**src/design/feature_pkg.sv**
```systemverilog
`default_nettype none

package feature_pkg;

    // data sizes
    localparam int feature_w = 8;
    localparam int bank_lanes = 4;
    localparam int total_lanes = 8;
    localparam int feats_per_word = 4;

    // fifo geometry, depth counted in memory words
    localparam int fifo_depth = 16;
    localparam int almost_full_level = 12;
    localparam int word_aw = $clog2(fifo_depth);
    localparam int feat_aw = $clog2(feats_per_word);
    localparam int fifo_cnt_w = $clog2(fifo_depth * feats_per_word + 1);

    // scan geometry and downstream pipeline delays
    localparam int dim_w = 10;
    localparam int conv_latency = 11;
    localparam int finish_latency = 12;

    typedef logic [feature_w-1:0] feature_t;

    // element 0 sits in the low bits and is read first
    typedef feature_t [feats_per_word-1:0] lane_word_t;
    typedef lane_word_t [bank_lanes-1:0] mem_word_t;
    typedef feature_t [bank_lanes-1:0] bank_vec_t;

    // bank 1 in lanes 0..3, bank 2 in lanes 4..7
    typedef feature_t [total_lanes-1:0] feature_vec_t;

    typedef struct packed {
        logic [dim_w-1:0] row_size;
        logic [dim_w-1:0] col_size;
        logic [2:0]       padding;
        logic [2:0]       kernel_size;
        logic [2:0]       stride;
        logic             double_bank;
    } scan_cfg_t;

    typedef struct packed {
        logic [dim_w-1:0] row;
        logic [dim_w-1:0] col;
        logic             issue;
    } scan_pos_t;

endpackage

`default_nettype wire

```
**src/design/lane_fifo.sv**
```systemverilog
`timescale 1ns/1ps
`default_nettype none

module lane_fifo (
    input  logic                    system_clk,
    input  logic                    rst_n,
    input  logic                    clear,
    input  logic                    wr_en,
    input  feature_pkg::lane_word_t wr_data,
    input  logic                    rd_en,
    output feature_pkg::feature_t   rd_data,
    output logic                    empty,
    output logic                    almost_full
);

    feature_pkg::lane_word_t mem [feature_pkg::fifo_depth];

    logic [feature_pkg::word_aw-1:0] wr_ptr;
    // word index in the high bits, feature within the word in the low bits
    logic [feature_pkg::word_aw+feature_pkg::feat_aw-1:0] rd_ptr;
    logic [feature_pkg::fifo_cnt_w-1:0] count;
    logic [feature_pkg::fifo_cnt_w-1:0] count_add;
    logic [feature_pkg::fifo_cnt_w-1:0] count_sub;
    logic full;

    assign empty = (count == '0);

    // a word slot stays occupied until its last feature is read
    assign full = count > feature_pkg::fifo_cnt_w'((feature_pkg::fifo_depth - 1) *
                                                   feature_pkg::feats_per_word);
    assign almost_full = count > feature_pkg::fifo_cnt_w'((feature_pkg::almost_full_level - 1) *
                                                          feature_pkg::feats_per_word);

    assign count_add = wr_en ? feature_pkg::fifo_cnt_w'(feature_pkg::feats_per_word) : '0;
    assign count_sub = rd_en ? feature_pkg::fifo_cnt_w'(1) : '0;

    always_ff @(posedge system_clk) begin
        if (wr_en) begin
            mem[wr_ptr] <= wr_data;
        end
    end

    always_ff @(posedge system_clk or negedge rst_n) begin
        if (!rst_n) begin
            wr_ptr <= '0;
            rd_ptr <= '0;
            count <= '0;
        end else if (clear) begin
            wr_ptr <= '0;
            rd_ptr <= '0;
            count <= '0;
        end else begin
            if (wr_en) begin
                wr_ptr <= wr_ptr + 1'b1;
            end
            if (rd_en) begin
                rd_ptr <= rd_ptr + 1'b1;
            end
            count <= count + count_add - count_sub;
        end
    end

    // registered output, data one cycle after rd_en
    always_ff @(posedge system_clk) begin
        if (rd_en) begin
            rd_data <= mem[rd_ptr[feature_pkg::word_aw+feature_pkg::feat_aw-1 -:
                                  feature_pkg::word_aw]][rd_ptr[feature_pkg::feat_aw-1:0]];
        end
    end

    a_no_overflow: assert property (
        @(posedge system_clk) disable iff (!rst_n)
        wr_en |-> !full
    );

    a_no_underflow: assert property (
        @(posedge system_clk) disable iff (!rst_n)
        rd_en |-> !empty
    );

endmodule

`default_nettype wire

```
**src/design/feature_bank.sv**
```systemverilog
`timescale 1ns/1ps
`default_nettype none

module feature_bank (
    input  logic                   system_clk,
    input  logic                   rst_n,
    input  logic                   clear,
    input  logic                   wr_valid,
    output logic                   wr_ready,
    input  feature_pkg::mem_word_t wr_data,
    input  logic                   rd_en,
    output feature_pkg::bank_vec_t rd_data,
    output logic                   empty
);

    logic [feature_pkg::bank_lanes-1:0] lane_empty;
    logic [feature_pkg::bank_lanes-1:0] lane_almost_full;
    logic live;
    logic wr_en;

    // ready held low until the first edge after reset
    always_ff @(posedge system_clk or negedge rst_n) begin
        if (!rst_n) begin
            live <= 1'b0;
        end else begin
            live <= 1'b1;
        end
    end

    assign wr_ready = live & ~(|lane_almost_full) & ~clear;
    assign wr_en = wr_valid & wr_ready;

    // one lagging lane stalls the whole bank
    assign empty = |lane_empty;

    // each lane takes its own 32-bit slice of the memory word
    for (genvar i = 0; i < feature_pkg::bank_lanes; i++) begin : g_lane
        lane_fifo u_lane_fifo (
            .system_clk  (system_clk),
            .rst_n       (rst_n),
            .clear       (clear),
            .wr_en       (wr_en),
            .wr_data     (wr_data[i]),
            .rd_en       (rd_en),
            .rd_data     (rd_data[i]),
            .empty       (lane_empty[i]),
            .almost_full (lane_almost_full[i])
        );
    end

endmodule

`default_nettype wire

```
**src/design/padding_scanner.sv**
```systemverilog
`timescale 1ns/1ps
`default_nettype none

module padding_scanner (
    input  logic                      system_clk,
    input  logic                      rst_n,
    input  logic                      compute_begin,
    input  feature_pkg::scan_cfg_t    cfg,
    input  logic                      out_ready,
    input  logic                      bank1_empty,
    input  logic                      bank2_empty,
    output logic                      bank1_rd,
    output logic                      bank2_rd,
    input  feature_pkg::bank_vec_t    bank1_data,
    input  feature_pkg::bank_vec_t    bank2_data,
    output logic                      out_valid,
    output feature_pkg::feature_vec_t out_data,
    output feature_pkg::scan_pos_t    pos,
    output logic                      compute_finish
);

    feature_pkg::scan_cfg_t cfg_q;
    logic [feature_pkg::dim_w-1:0] row_cnt;
    logic [feature_pkg::dim_w-1:0] col_cnt;
    logic [feature_pkg::dim_w-1:0] pad_w;
    logic [feature_pkg::dim_w-1:0] row_end;
    logic [feature_pkg::dim_w-1:0] col_end;
    logic [feature_pkg::dim_w-1:0] row_last;
    logic [feature_pkg::dim_w-1:0] col_last;
    logic active;
    logic border;
    logic fifo_empty;
    logic pad_issue;
    logic rd_issue;
    logic issue;
    logic last_issue;
    logic pad_q;
    logic rd1_q;
    logic rd2_q;
    logic [feature_pkg::finish_latency:0] finish_pipe;

    // row_end/col_end index the first padding row/column after the map
    assign pad_w = feature_pkg::dim_w'(cfg_q.padding);
    assign row_end = cfg_q.row_size + pad_w;
    assign col_end = cfg_q.col_size + pad_w;
    assign row_last = row_end + pad_w - feature_pkg::dim_w'(1);
    assign col_last = col_end + pad_w - feature_pkg::dim_w'(1);

    assign border = (row_cnt < pad_w) | (row_cnt >= row_end) |
                    (col_cnt < pad_w) | (col_cnt >= col_end);
    assign fifo_empty = bank1_empty | (cfg_q.double_bank & bank2_empty);

    assign pad_issue = active & out_ready & border;
    assign rd_issue = active & out_ready & ~border & ~fifo_empty;
    assign issue = pad_issue | rd_issue;
    assign last_issue = issue & (row_cnt == row_last) & (col_cnt == col_last);

    assign bank1_rd = rd_issue;
    assign bank2_rd = rd_issue & cfg_q.double_bank;

    assign pos.row = row_cnt;
    assign pos.col = col_cnt;
    assign pos.issue = issue;

    // row-major walk over the padded map
    always_ff @(posedge system_clk or negedge rst_n) begin
        if (!rst_n) begin
            cfg_q <= '0;
            active <= 1'b0;
            row_cnt <= '0;
            col_cnt <= '0;
        end else if (compute_begin) begin
            cfg_q <= cfg;
            active <= 1'b1;
            row_cnt <= '0;
            col_cnt <= '0;
        end else if (issue) begin
            if (col_cnt == col_last) begin
                col_cnt <= '0;
                if (row_cnt == row_last) begin
                    active <= 1'b0;
                end else begin
                    row_cnt <= row_cnt + 1'b1;
                end
            end else begin
                col_cnt <= col_cnt + 1'b1;
            end
        end
    end

    // fifo is not fall-through, so the beat lags the issue by one cycle
    always_ff @(posedge system_clk or negedge rst_n) begin
        if (!rst_n) begin
            pad_q <= 1'b0;
            rd1_q <= 1'b0;
            rd2_q <= 1'b0;
            finish_pipe <= '0;
        end else begin
            pad_q <= pad_issue;
            rd1_q <= rd_issue;
            rd2_q <= bank2_rd;
            finish_pipe <= {finish_pipe[feature_pkg::finish_latency-1:0], last_issue};
        end
    end

    assign out_valid = pad_q | rd1_q;

    // pads and the unused bank 2 half come out as zeros
    assign out_data[feature_pkg::bank_lanes-1:0] = rd1_q ? bank1_data : '0;
    assign out_data[feature_pkg::total_lanes-1:feature_pkg::bank_lanes] =
        rd2_q ? bank2_data : '0;

    assign compute_finish = finish_pipe[feature_pkg::finish_latency];

    // a new scan only starts while the scanner is idle
    a_begin_when_idle: assert property (
        @(posedge system_clk) disable iff (!rst_n)
        compute_begin |-> !active
    );

endmodule

`default_nettype wire

```
**src/design/window_marker.sv**
```systemverilog
`timescale 1ns/1ps
`default_nettype none

module window_marker (
    input  logic                   system_clk,
    input  logic                   rst_n,
    input  logic                   compute_begin,
    input  feature_pkg::scan_cfg_t cfg,
    input  feature_pkg::scan_pos_t pos,
    input  logic                   out_valid,
    output logic                   conv_valid
);

    logic [feature_pkg::dim_w-1:0] first_idx;
    logic [feature_pkg::dim_w-1:0] step;
    logic [feature_pkg::dim_w-1:0] col_last;
    logic [feature_pkg::dim_w-1:0] next_row;
    logic [feature_pkg::dim_w-1:0] next_col;
    logic hit;
    logic mark_q;
    logic [feature_pkg::conv_latency-1:0] conv_pipe;

    // position that closes a window in the current row/column
    assign hit = pos.issue & (pos.row == next_row) & (pos.col == next_col);

    always_ff @(posedge system_clk or negedge rst_n) begin
        if (!rst_n) begin
            first_idx <= '0;
            step <= '0;
            col_last <= '0;
            next_row <= '0;
            next_col <= '0;
        end else if (compute_begin) begin
            // first full window ends at kernel_size-1
            first_idx <= feature_pkg::dim_w'(cfg.kernel_size) - feature_pkg::dim_w'(1);
            step <= feature_pkg::dim_w'(cfg.stride);
            col_last <= cfg.col_size + feature_pkg::dim_w'({cfg.padding, 1'b0}) -
                        feature_pkg::dim_w'(1);
            next_row <= feature_pkg::dim_w'(cfg.kernel_size) - feature_pkg::dim_w'(1);
            next_col <= feature_pkg::dim_w'(cfg.kernel_size) - feature_pkg::dim_w'(1);
        end else if (pos.issue) begin
            if (pos.col == col_last) begin
                // end of row, column target restarts
                next_col <= first_idx;
                if (pos.row == next_row) begin
                    next_row <= next_row + step;
                end
            end else if (pos.col == next_col) begin
                next_col <= next_col + step;
            end
        end
    end

    // mark_q lines up with the output beat, then the conv pipeline delay
    always_ff @(posedge system_clk or negedge rst_n) begin
        if (!rst_n) begin
            mark_q <= 1'b0;
            conv_pipe <= '0;
        end else begin
            mark_q <= hit;
            conv_pipe <= {conv_pipe[feature_pkg::conv_latency-2:0], mark_q & out_valid};
        end
    end

    assign conv_valid = conv_pipe[feature_pkg::conv_latency-1];

    // scanner must turn every issued position into a beat
    a_mark_has_beat: assert property (
        @(posedge system_clk) disable iff (!rst_n)
        mark_q |-> out_valid
    );

endmodule

`default_nettype wire

```
**src/design/feature_buffer_top.sv**
```systemverilog
`timescale 1ns/1ps
`default_nettype none

module feature_buffer_top (
    input  logic                      system_clk,
    input  logic                      rst_n,
    input  logic                      load_begin,
    input  logic                      bank1_valid,
    input  logic                      bank2_valid,
    output logic                      bank1_ready,
    output logic                      bank2_ready,
    input  feature_pkg::mem_word_t    feature_data,
    input  logic                      compute_begin,
    input  feature_pkg::scan_cfg_t    cfg,
    input  logic                      out_ready,
    output logic                      out_valid,
    output feature_pkg::feature_vec_t out_data,
    output logic                      conv_valid,
    output logic                      compute_finish
);

    logic bank1_rd;
    logic bank2_rd;
    logic bank1_empty;
    logic bank2_empty;
    feature_pkg::bank_vec_t bank1_data;
    feature_pkg::bank_vec_t bank2_data;
    feature_pkg::scan_pos_t pos;

    // both banks share the memory word, each has its own handshake
    feature_bank u_bank1 (
        .system_clk (system_clk),
        .rst_n      (rst_n),
        .clear      (load_begin),
        .wr_valid   (bank1_valid),
        .wr_ready   (bank1_ready),
        .wr_data    (feature_data),
        .rd_en      (bank1_rd),
        .rd_data    (bank1_data),
        .empty      (bank1_empty)
    );

    feature_bank u_bank2 (
        .system_clk (system_clk),
        .rst_n      (rst_n),
        .clear      (load_begin),
        .wr_valid   (bank2_valid),
        .wr_ready   (bank2_ready),
        .wr_data    (feature_data),
        .rd_en      (bank2_rd),
        .rd_data    (bank2_data),
        .empty      (bank2_empty)
    );

    padding_scanner u_scanner (
        .system_clk     (system_clk),
        .rst_n          (rst_n),
        .compute_begin  (compute_begin),
        .cfg            (cfg),
        .out_ready      (out_ready),
        .bank1_empty    (bank1_empty),
        .bank2_empty    (bank2_empty),
        .bank1_rd       (bank1_rd),
        .bank2_rd       (bank2_rd),
        .bank1_data     (bank1_data),
        .bank2_data     (bank2_data),
        .out_valid      (out_valid),
        .out_data       (out_data),
        .pos            (pos),
        .compute_finish (compute_finish)
    );

    window_marker u_marker (
        .system_clk    (system_clk),
        .rst_n         (rst_n),
        .compute_begin (compute_begin),
        .cfg           (cfg),
        .pos           (pos),
        .out_valid     (out_valid),
        .conv_valid    (conv_valid)
    );

endmodule

`default_nettype wire

```
**config.mk**
```make
export PLATFORM = sky130hd
export DESIGN_NAME = feature_buffer_top
export DESIGN_NICKNAME = d
export VERILOG_FILES = /design/src/design/feature_pkg.sv /design/src/design/lane_fifo.sv /design/src/design/feature_bank.sv /design/src/design/padding_scanner.sv /design/src/design/window_marker.sv /design/src/design/feature_buffer_top.sv
export SDC_FILE = /design/constraint.sdc
export NUM_CORES = 2
export LEC_CHECK = 0
export CAP_MARGIN = 25
export CORE_ASPECT_RATIO = 2
export CORE_UTILIZATION = 60
export DETAILED_ROUTE_END_ITERATION = 10
export DONT_BUFFER_PORTS = 1
export PLACE_DENSITY = 0.78
export SYNTH_ARGS = -nofsm -noshare
export SYNTH_HDL_FRONTEND = slang
export SYNTH_SLANG_ARGS = --single-unit
```
**constraint.sdc**
```tcl
create_clock -name system_clk -period 17.15 [get_ports system_clk]
set_input_delay 0 -clock system_clk [delete_from_list [all_inputs] [get_ports system_clk]]
set_output_delay 0 -clock system_clk [all_outputs]
set_load 0.01 [all_outputs]
```
* After elaboration in Yosys (flattened, before gate mapping)
Memory sizes are Yosys's and may differ from the RTL's. Cells that the tools add are included.
Word-level totals: flip-flop bits (word level) 317, memory bits (writable) 4096, input bits 165, output and inout bits 69, logic and storage cells 269, memories 8
Memory list:
- u_bank1.g_lane[0].u_lane_fifo.mem | depth 16, bits a word 32, rd ports 1, clocked after Yosys merged registers in 0, wr ports 1, RTL line lane_fifo.sv:16 | feature_pkg::lane_word_t mem [feature_pkg::fifo_depth];
- u_bank1.g_lane[1].u_lane_fifo.mem | depth 16, bits a word 32, rd ports 1, clocked after Yosys merged registers in 0, wr ports 1, RTL line lane_fifo.sv:16
- u_bank1.g_lane[2].u_lane_fifo.mem | depth 16, bits a word 32, rd ports 1, clocked after Yosys merged registers in 0, wr ports 1, RTL line lane_fifo.sv:16
- u_bank1.g_lane[3].u_lane_fifo.mem | depth 16, bits a word 32, rd ports 1, clocked after Yosys merged registers in 0, wr ports 1, RTL line lane_fifo.sv:16
- u_bank2.g_lane[0].u_lane_fifo.mem | depth 16, bits a word 32, rd ports 1, clocked after Yosys merged registers in 0, wr ports 1, RTL line lane_fifo.sv:16
- u_bank2.g_lane[1].u_lane_fifo.mem | depth 16, bits a word 32, rd ports 1, clocked after Yosys merged registers in 0, wr ports 1, RTL line lane_fifo.sv:16
- 2 more memories
Operators by class: $add $sub $neg 45, magnitude comparators 20, eq/ne operators 6, multiplexer cells 85, bitwise operators 28, reductions and logical operators 26
Operators with widths (count):
- $mux 10 | 15
- $bmux 8 s2 | 8
- $mux 6 | 16
- $mux 32 | 2
- $mux 4 | 16
- $mux 8 | 8
- $add 10x3->10 | 6
- $gt 7x6->1 const B | 8
- $logic_not 7->1 | 8
- $mux 7 | 8
- $eq 10x10->1 | 5
- $add 6x1->6 const B | 8
- $add 7x7->7 | 6
- $sub 7x7->7 | 6
- $add 4x1->4 const B | 8
- $sub 10x1->10 const B | 3
- $lt 2x3->1 const B | 8
- $add 10x1->10 const B | 2
- $ge 10x10->1 | 2
- $lt 10x3->1 | 2
- $reduce_bool 2->1 | 9
- $and 1x1->1 | 17
- $reduce_or 4->1 | 4
- $add 7x3->7 | 2
- other kinds (11) | 33

* Longest topological paths before layout
depth in word-level cells 12, gate-level depth with buffers 29

* Modules after synthesis
A second synthesis with hierarchy kept.
Unflattened totals: cells, all modules 8762, area, all modules 176560.6 µm²
By module, submodules not included:
- lane_fifo at u_bank1.g_lane[2].u_lane_fifo ... | times used 5, cells an instance 968, area an instance 20986.4 µm², sequential area each 16040.4 µm²
- lane_fifo at u_bank2.g_lane[3].u_lane_fifo | times used 1, cells an instance 993, area an instance 21065.2 µm², sequential area each 16040.4 µm²
- lane_fifo at u_bank1.g_lane[0].u_lane_fifo | times used 1, cells an instance 1012, area an instance 20937.6 µm², sequential area each 16040.4 µm²
- lane_fifo at u_bank1.g_lane[1].u_lane_fifo | times used 1, cells an instance 965, area an instance 20858.8 µm², sequential area each 16040.4 µm²
- padding_scanner | times used 1, cells an instance 628, area an instance 5550.3 µm², sequential area each 1526.5 µm²
- window_marker | times used 1, cells an instance 312, area an instance 3084.2 µm², sequential area each 1226.2 µm²
- feature_bank | times used 2, cells an instance 6, area an instance 66.3 µm², sequential area each 25.0 µm²

* Least setup slack after synthesis
OpenSTA, ideal clock, no wires.
kind reg-to-reg, start register u_scanner.cfg_q[8] (netlist bit), end register u_bank2.g_lane[0].u_lane_fifo.count[6] (netlist bit), arrival time 5.409 ns, data required time 17.018 ns, path slack 11.609 ns, cell stages (with the launch flop) 25, buffers on the path 1, path through dfrtp_1 > ha_1 > a211oi_2 > nor2_4 > xnor2_2 > ha_1 > o21ai_0 > o21bai_1 > maj3_1 > maj3_2 > a211oi_2 > nand3_1 > buf_2 > inv_1 > ha_1 > inv_1 > ha_1 > a21o_1 > a21oi_1 > inv_1 > a21oi_1 > nor2_1 > nor2_1 > xor2_1 > nor2_1
On the way: word-level cells in the longest chain between the ends 12, elaborated cells on any way between the ends 16
RTL lines:
- from (decl) | RTL line padding_scanner.sv:22 | feature_pkg::scan_cfg_t cfg_q;
- from (signal assigned) | RTL line padding_scanner.sv:73 | cfg_q <= cfg;
- $add 10x3->10 | RTL line padding_scanner.sv:44 | assign row_end = cfg_q.row_size + pad_w;
- $ge 10x10->1 | RTL line padding_scanner.sv:49 | assign border = (row_cnt < pad_w) | (row_cnt >= row_end) |
- $or 1x1->1 (2 in series) | RTL line padding_scanner.sv:49
- $or 1x1->1 * | RTL line padding_scanner.sv:50 | (col_cnt < pad_w) | (col_cnt >= col_end);
- $not 1->1 * | RTL line padding_scanner.sv:54 | assign rd_issue = active & out_ready & ~border & ~fifo_empty;
- $and 1x1->1 * (2 in series) | RTL line padding_scanner.sv:54
- $and 1x1->1 * | RTL line padding_scanner.sv:59 | assign bank2_rd = rd_issue & cfg_q.double_bank;
- net bank2_rd | RTL line feature_buffer_top.sv:23 | logic bank2_rd;
- $mux 1 * | RTL line lane_fifo.sv:35 | assign count_sub = rd_en ? feature_pkg::fifo_cnt_w'(1) : '0;
- $sub 7x7->7 * | RTL line lane_fifo.sv:59 | count <= count + count_add - count_sub;
- $mux 7 * | RTL line lane_fifo.sv:48 | end else if (clear) begin
- to (signal assigned) | RTL line lane_fifo.sv:59
- to (decl) | RTL line lane_fifo.sv:21 | logic [feature_pkg::fifo_cnt_w-1:0] count;
Mark *: on every way through the listed nets, which the timed path passes. The rest lies on a longest branch. A chain may end at the register's enable or synchronous reset.

* Worst setup path in the final report
start register u_scanner.cfg_q[7] (netlist bit), end register u_bank2.g_lane[0].u_lane_fifo.count[6] (netlist bit)
Same word-level chain as after synthesis.

==> flow_metrics.tcl <==
set metrics [dict create \
    synth_area_leaders "edfxtp_1, mux4_2, mux2i_1" \
    syn2layout_area_growth_pct 12.96 \
    rsz0062_at_grt "no" \
    grt_pass1_vias 97728 \
    fp.dieH_um 768.6 \
    hold_viol_final 0 \
    cts_setup_buffers 0 \
    clk_pin_slew_ps 70 \
    min_period_ps 6569 \
    worstMarginPinSlew_ps 1536 \
    vdd_drop_max_mv 0.1492 \
    synth-seq-area-share 0.7436 \
    wire_per_inst_um 30.43 \
    cts_tree "yes" \
    setup-tns-final_ps 0 \
    placed_cells 13398 \
    die_x_um 385.3 \
    drc 0 \
    vias 95174 \
    drv_slew 46 \
    power_leakage_nw 61.51 \
    max_stage_delay_ps 520 \
    internal_power_mw 17.01 \
    syn_avg_cell_area_um2 17.76 \
    core_area_um2 292500 \
    final_layout_size_suffix_gt1_frac 0.1551 \
    port_buffers 0 \
    hold_path.class "in -> reg" \
    critPathLaunchType "flop" \
    grt_max_degree 166 \
    fin_skew_ps 96.51 \
    start_util 0.6027 \
    crit_arrival_ps 7340 \
    cts-buffers-inserted 365 \
    first_pass_iters 7 \
    rows 281 \
    syn-num-nets 10289 \
    status "complete, but fails checks" \
    cap_violations 0 \
    cts_buffer_depth 4 \
    hold-worst-slack_ps 10.66 \
    grt.total_usage 0.2928 \
    cp_max_fo 25 \
    synth_top_area_cell "edfxtp_1" \
    synth_flop_cell "edfxtp_1" \
    cts.sinks 4407 \
    pwr-share-seq 0.552 \
    max_slew_margin -0.02400 \
    wirelength_mm 442.0 \
    drt-initial-drc-count 10618 \
    viasPerCell 6.552 \
    yosys_warnings 0 \
    cp_slowest_cell "buf_4" \
    dp_hpwl_mm 246.3 \
    die-area_um2 296200 \
    grt-ovfl-total 0 \
    fin_crit_sh 0.3830 \
    htreeDepth 5 \
    cts_root_buf "clkbuf_16" \
    fmax_mhz 152.2 \
    async_flop_share 0.05605 \
    power.density_nw_per_um2 108.6 \
    setup_viol_count_final 0 \
    grt_pass1_wl_mm 630.7 \
    place.gp.congestion 0.8363 \
    synth.most_common_cell "edfxtp_1" \
    p_clk_frac 0.392 \
    synth_top_area_frac 0.7085 \
    synth_area_um2 176300 \
    io_pins 234 \
    synth_common_cells "edfxtp_1, mux2i_1, nor2_1" \
    synthCells 9927 \
    fill_cells 17842 \
    synth_edf_count 4160 \
    ant_nets 0 \
    clkLatencyLatePin_ps 980 \
    power_frac_comb 0.055 \
    synth.distinct_cells 77 \
    fin_cells 14525 \
    violations "max-slew violations" \
    antenna_found_initial 49 \
    critPathRequiredTime_ps 17920 \
    nets 10732 \
    swShare 0.2136 \
    setup.worst_path.class "reg -> reg" \
    synth.ff_latch_count 4407 \
    p_sw_mw 4.619 \
    cp-end-kind "flop" \
]
==> sequential cells by signal, indices dropped and copies added (netlist names), 24 cells and up <==
name                                count
u_bank2.g_lane.u_lane_fifo.rd_data     32
u_bank1.g_lane.u_lane_fifo.rd_data     32
u_bank2.g_lane.u_lane_fifo.mem       2048
u_scanner.cfg_q                        24
u_bank1.g_lane.u_lane_fifo.rd_ptr      24
u_bank1.g_lane.u_lane_fifo.mem       2048
u_bank2.g_lane.u_lane_fifo.count       28
u_bank2.g_lane.u_lane_fifo.rd_ptr      24
u_bank1.g_lane.u_lane_fifo.count       28
==> per-stage QoR <==
step                      area [um2]  power [mW]    util  setup slack, ps
after floorplan               176300       12.83       -            11610
after global routing          199200       22.16  0.6808            10160
after CTS                     197200       21.62  0.6741            10560
after detailed placement      181300       13.06  0.6199            10670
after global placement        181000       13.02  0.6189            10770
final                         199200       21.63  0.6809            10580
==> per-layer routing <==
| metal | share of wire | routed length (um) | up-vias | track usage |
|---|---|---|---|---|
| li1 | - | - | 40104 | - |
| met1 | 0.33 | 144400 | 48664 | 0.3256 |
| met3 | 0.076 | 33640 | 1329 | 0.04476 |
| met4 | 0.065 | 28760 | 28 | 0.1770 |
| met2 | 0.53 | 235000 | 5049 | 0.5253 |
| met5 | 0.00043 | 189 | - | 0 |
==> area by class of cell <==
class	count	area, um2	share of cell area
Sequential cell	4407	131200	0.6585
Multi-Input combinational cell	4775	42980	0.2158
Clock buffer	461	9848	0.04945
Timing Repair Buffer	611	7365	0.03698
Tap cell	3820	4780	0.02400
Clock inverter	202	2153	0.01081
Inverter	210	788.3	0.003958
Antenna cell	39	97.59	0.0004900
==> layout by cell type, fill, tap and decap left out, types with 31 or more instances in the layout <==
cell	Yosys	final
edfxtp_1	4160	4160
nand2_1	372	364
nor2_1	718	691
buf_4	3	170
a21oi_1	324	324
clkinv_2	0	57
o22ai_1	259	259
mux2i_1	1038	1038
clkinv_1	0	60
nand3_1	40	39
and2_2	0	52
and2_1	122	69
diode_2	0	39
inv_1	210	209
mux4_2	576	576
nand4_1	42	42
o221ai_1	257	257
buf_12	0	80
bufinv_16	0	37
clkbuf_1	348	73
xor2_1	106	106
dlygate4sd3_1	0	283
ha_1	182	182
buf_8	0	31
clkbuf_16	0	392
o21ai_0	316	316
xnor2_1	71	71
dfrtp_1	247	221
==> final timing paths <==
kind | start | to | slack [ps] | depth (start not counted)
max in group asynchronous | rst_n | u_bank2.g_lane[2].u_lane_fifo.rd_ptr[2]$_DFFE_PN0P_ | 15500 | 3
setup / recovery | u_scanner.cfg_q[7]$_DFFE_PN0P_ | u_bank2.g_lane[0].u_lane_fifo.count[6]$_DFF_PN0_ | 10580 | 31
setup reg to reg | u_scanner.cfg_q[7]$_DFFE_PN0P_ | u_bank2.g_lane[0].u_lane_fifo.count[6]$_DFF_PN0_ | 10580 | 31
hold reg to reg | u_scanner.finish_pipe[6]$_DFF_PN0_ | u_scanner.finish_pipe[7]$_DFF_PN0_ | 350 | 0
min in group asynchronous | rst_n | u_marker.next_row[6]$_DFFE_PN0P_ | 200 | 3
hold / removal | feature_data[27] | u_bank1.g_lane[0].u_lane_fifo.mem[7][27]$_DFFE_PP_ | 10 | 2
==> critical path, delay by kind of cell, from the launching register on <==
family | cells | cell delay [ps]
buf+inv | 8 | 1850
simple gates | 8 | 850
compound gates | 8 | 1360
fa+ha+maj | 5 | 1370
xor+xnor | 2 | 390
flops | 1 | 490
==> power groups by stage <==
stage	sequential [mW]	combinational, mW	clock, mW
after CTS	12.0	1.15	8.52
after global routing	12.0	1.31	8.90
after detailed placement	12.2	0.874	0
after floorplan	12.2	0.671	0
final	11.9	1.20	8.48
after global placement	12.2	0.842	0
==> kinds of logic after synthesis <==
| family | count (synthesis) | synth area share |
|---|---|---|
| multiplexers | 1643 | 0.1344 |
| XOR/XNOR | 180 | 0.009105 |
| flip-flops | 4407 | 0.7436 |
| other | 1 | 0.00002127 |
| AO/OA/AOI/OAI | 1268 | 0.04528 |
| AND/OR/NAND/NOR | 1483 | 0.03690 |
| adder cells (fa/ha/maj) | 200 | 0.01480 |
| buffers and inverters | 745 | 0.01596 |
==> repair_timing <==
item	CTS	global route
hold buffers	320	26
gates resized for setup	0	0
hold endpoints to repair	4608	129
Power figures use the tool's default switching activity.
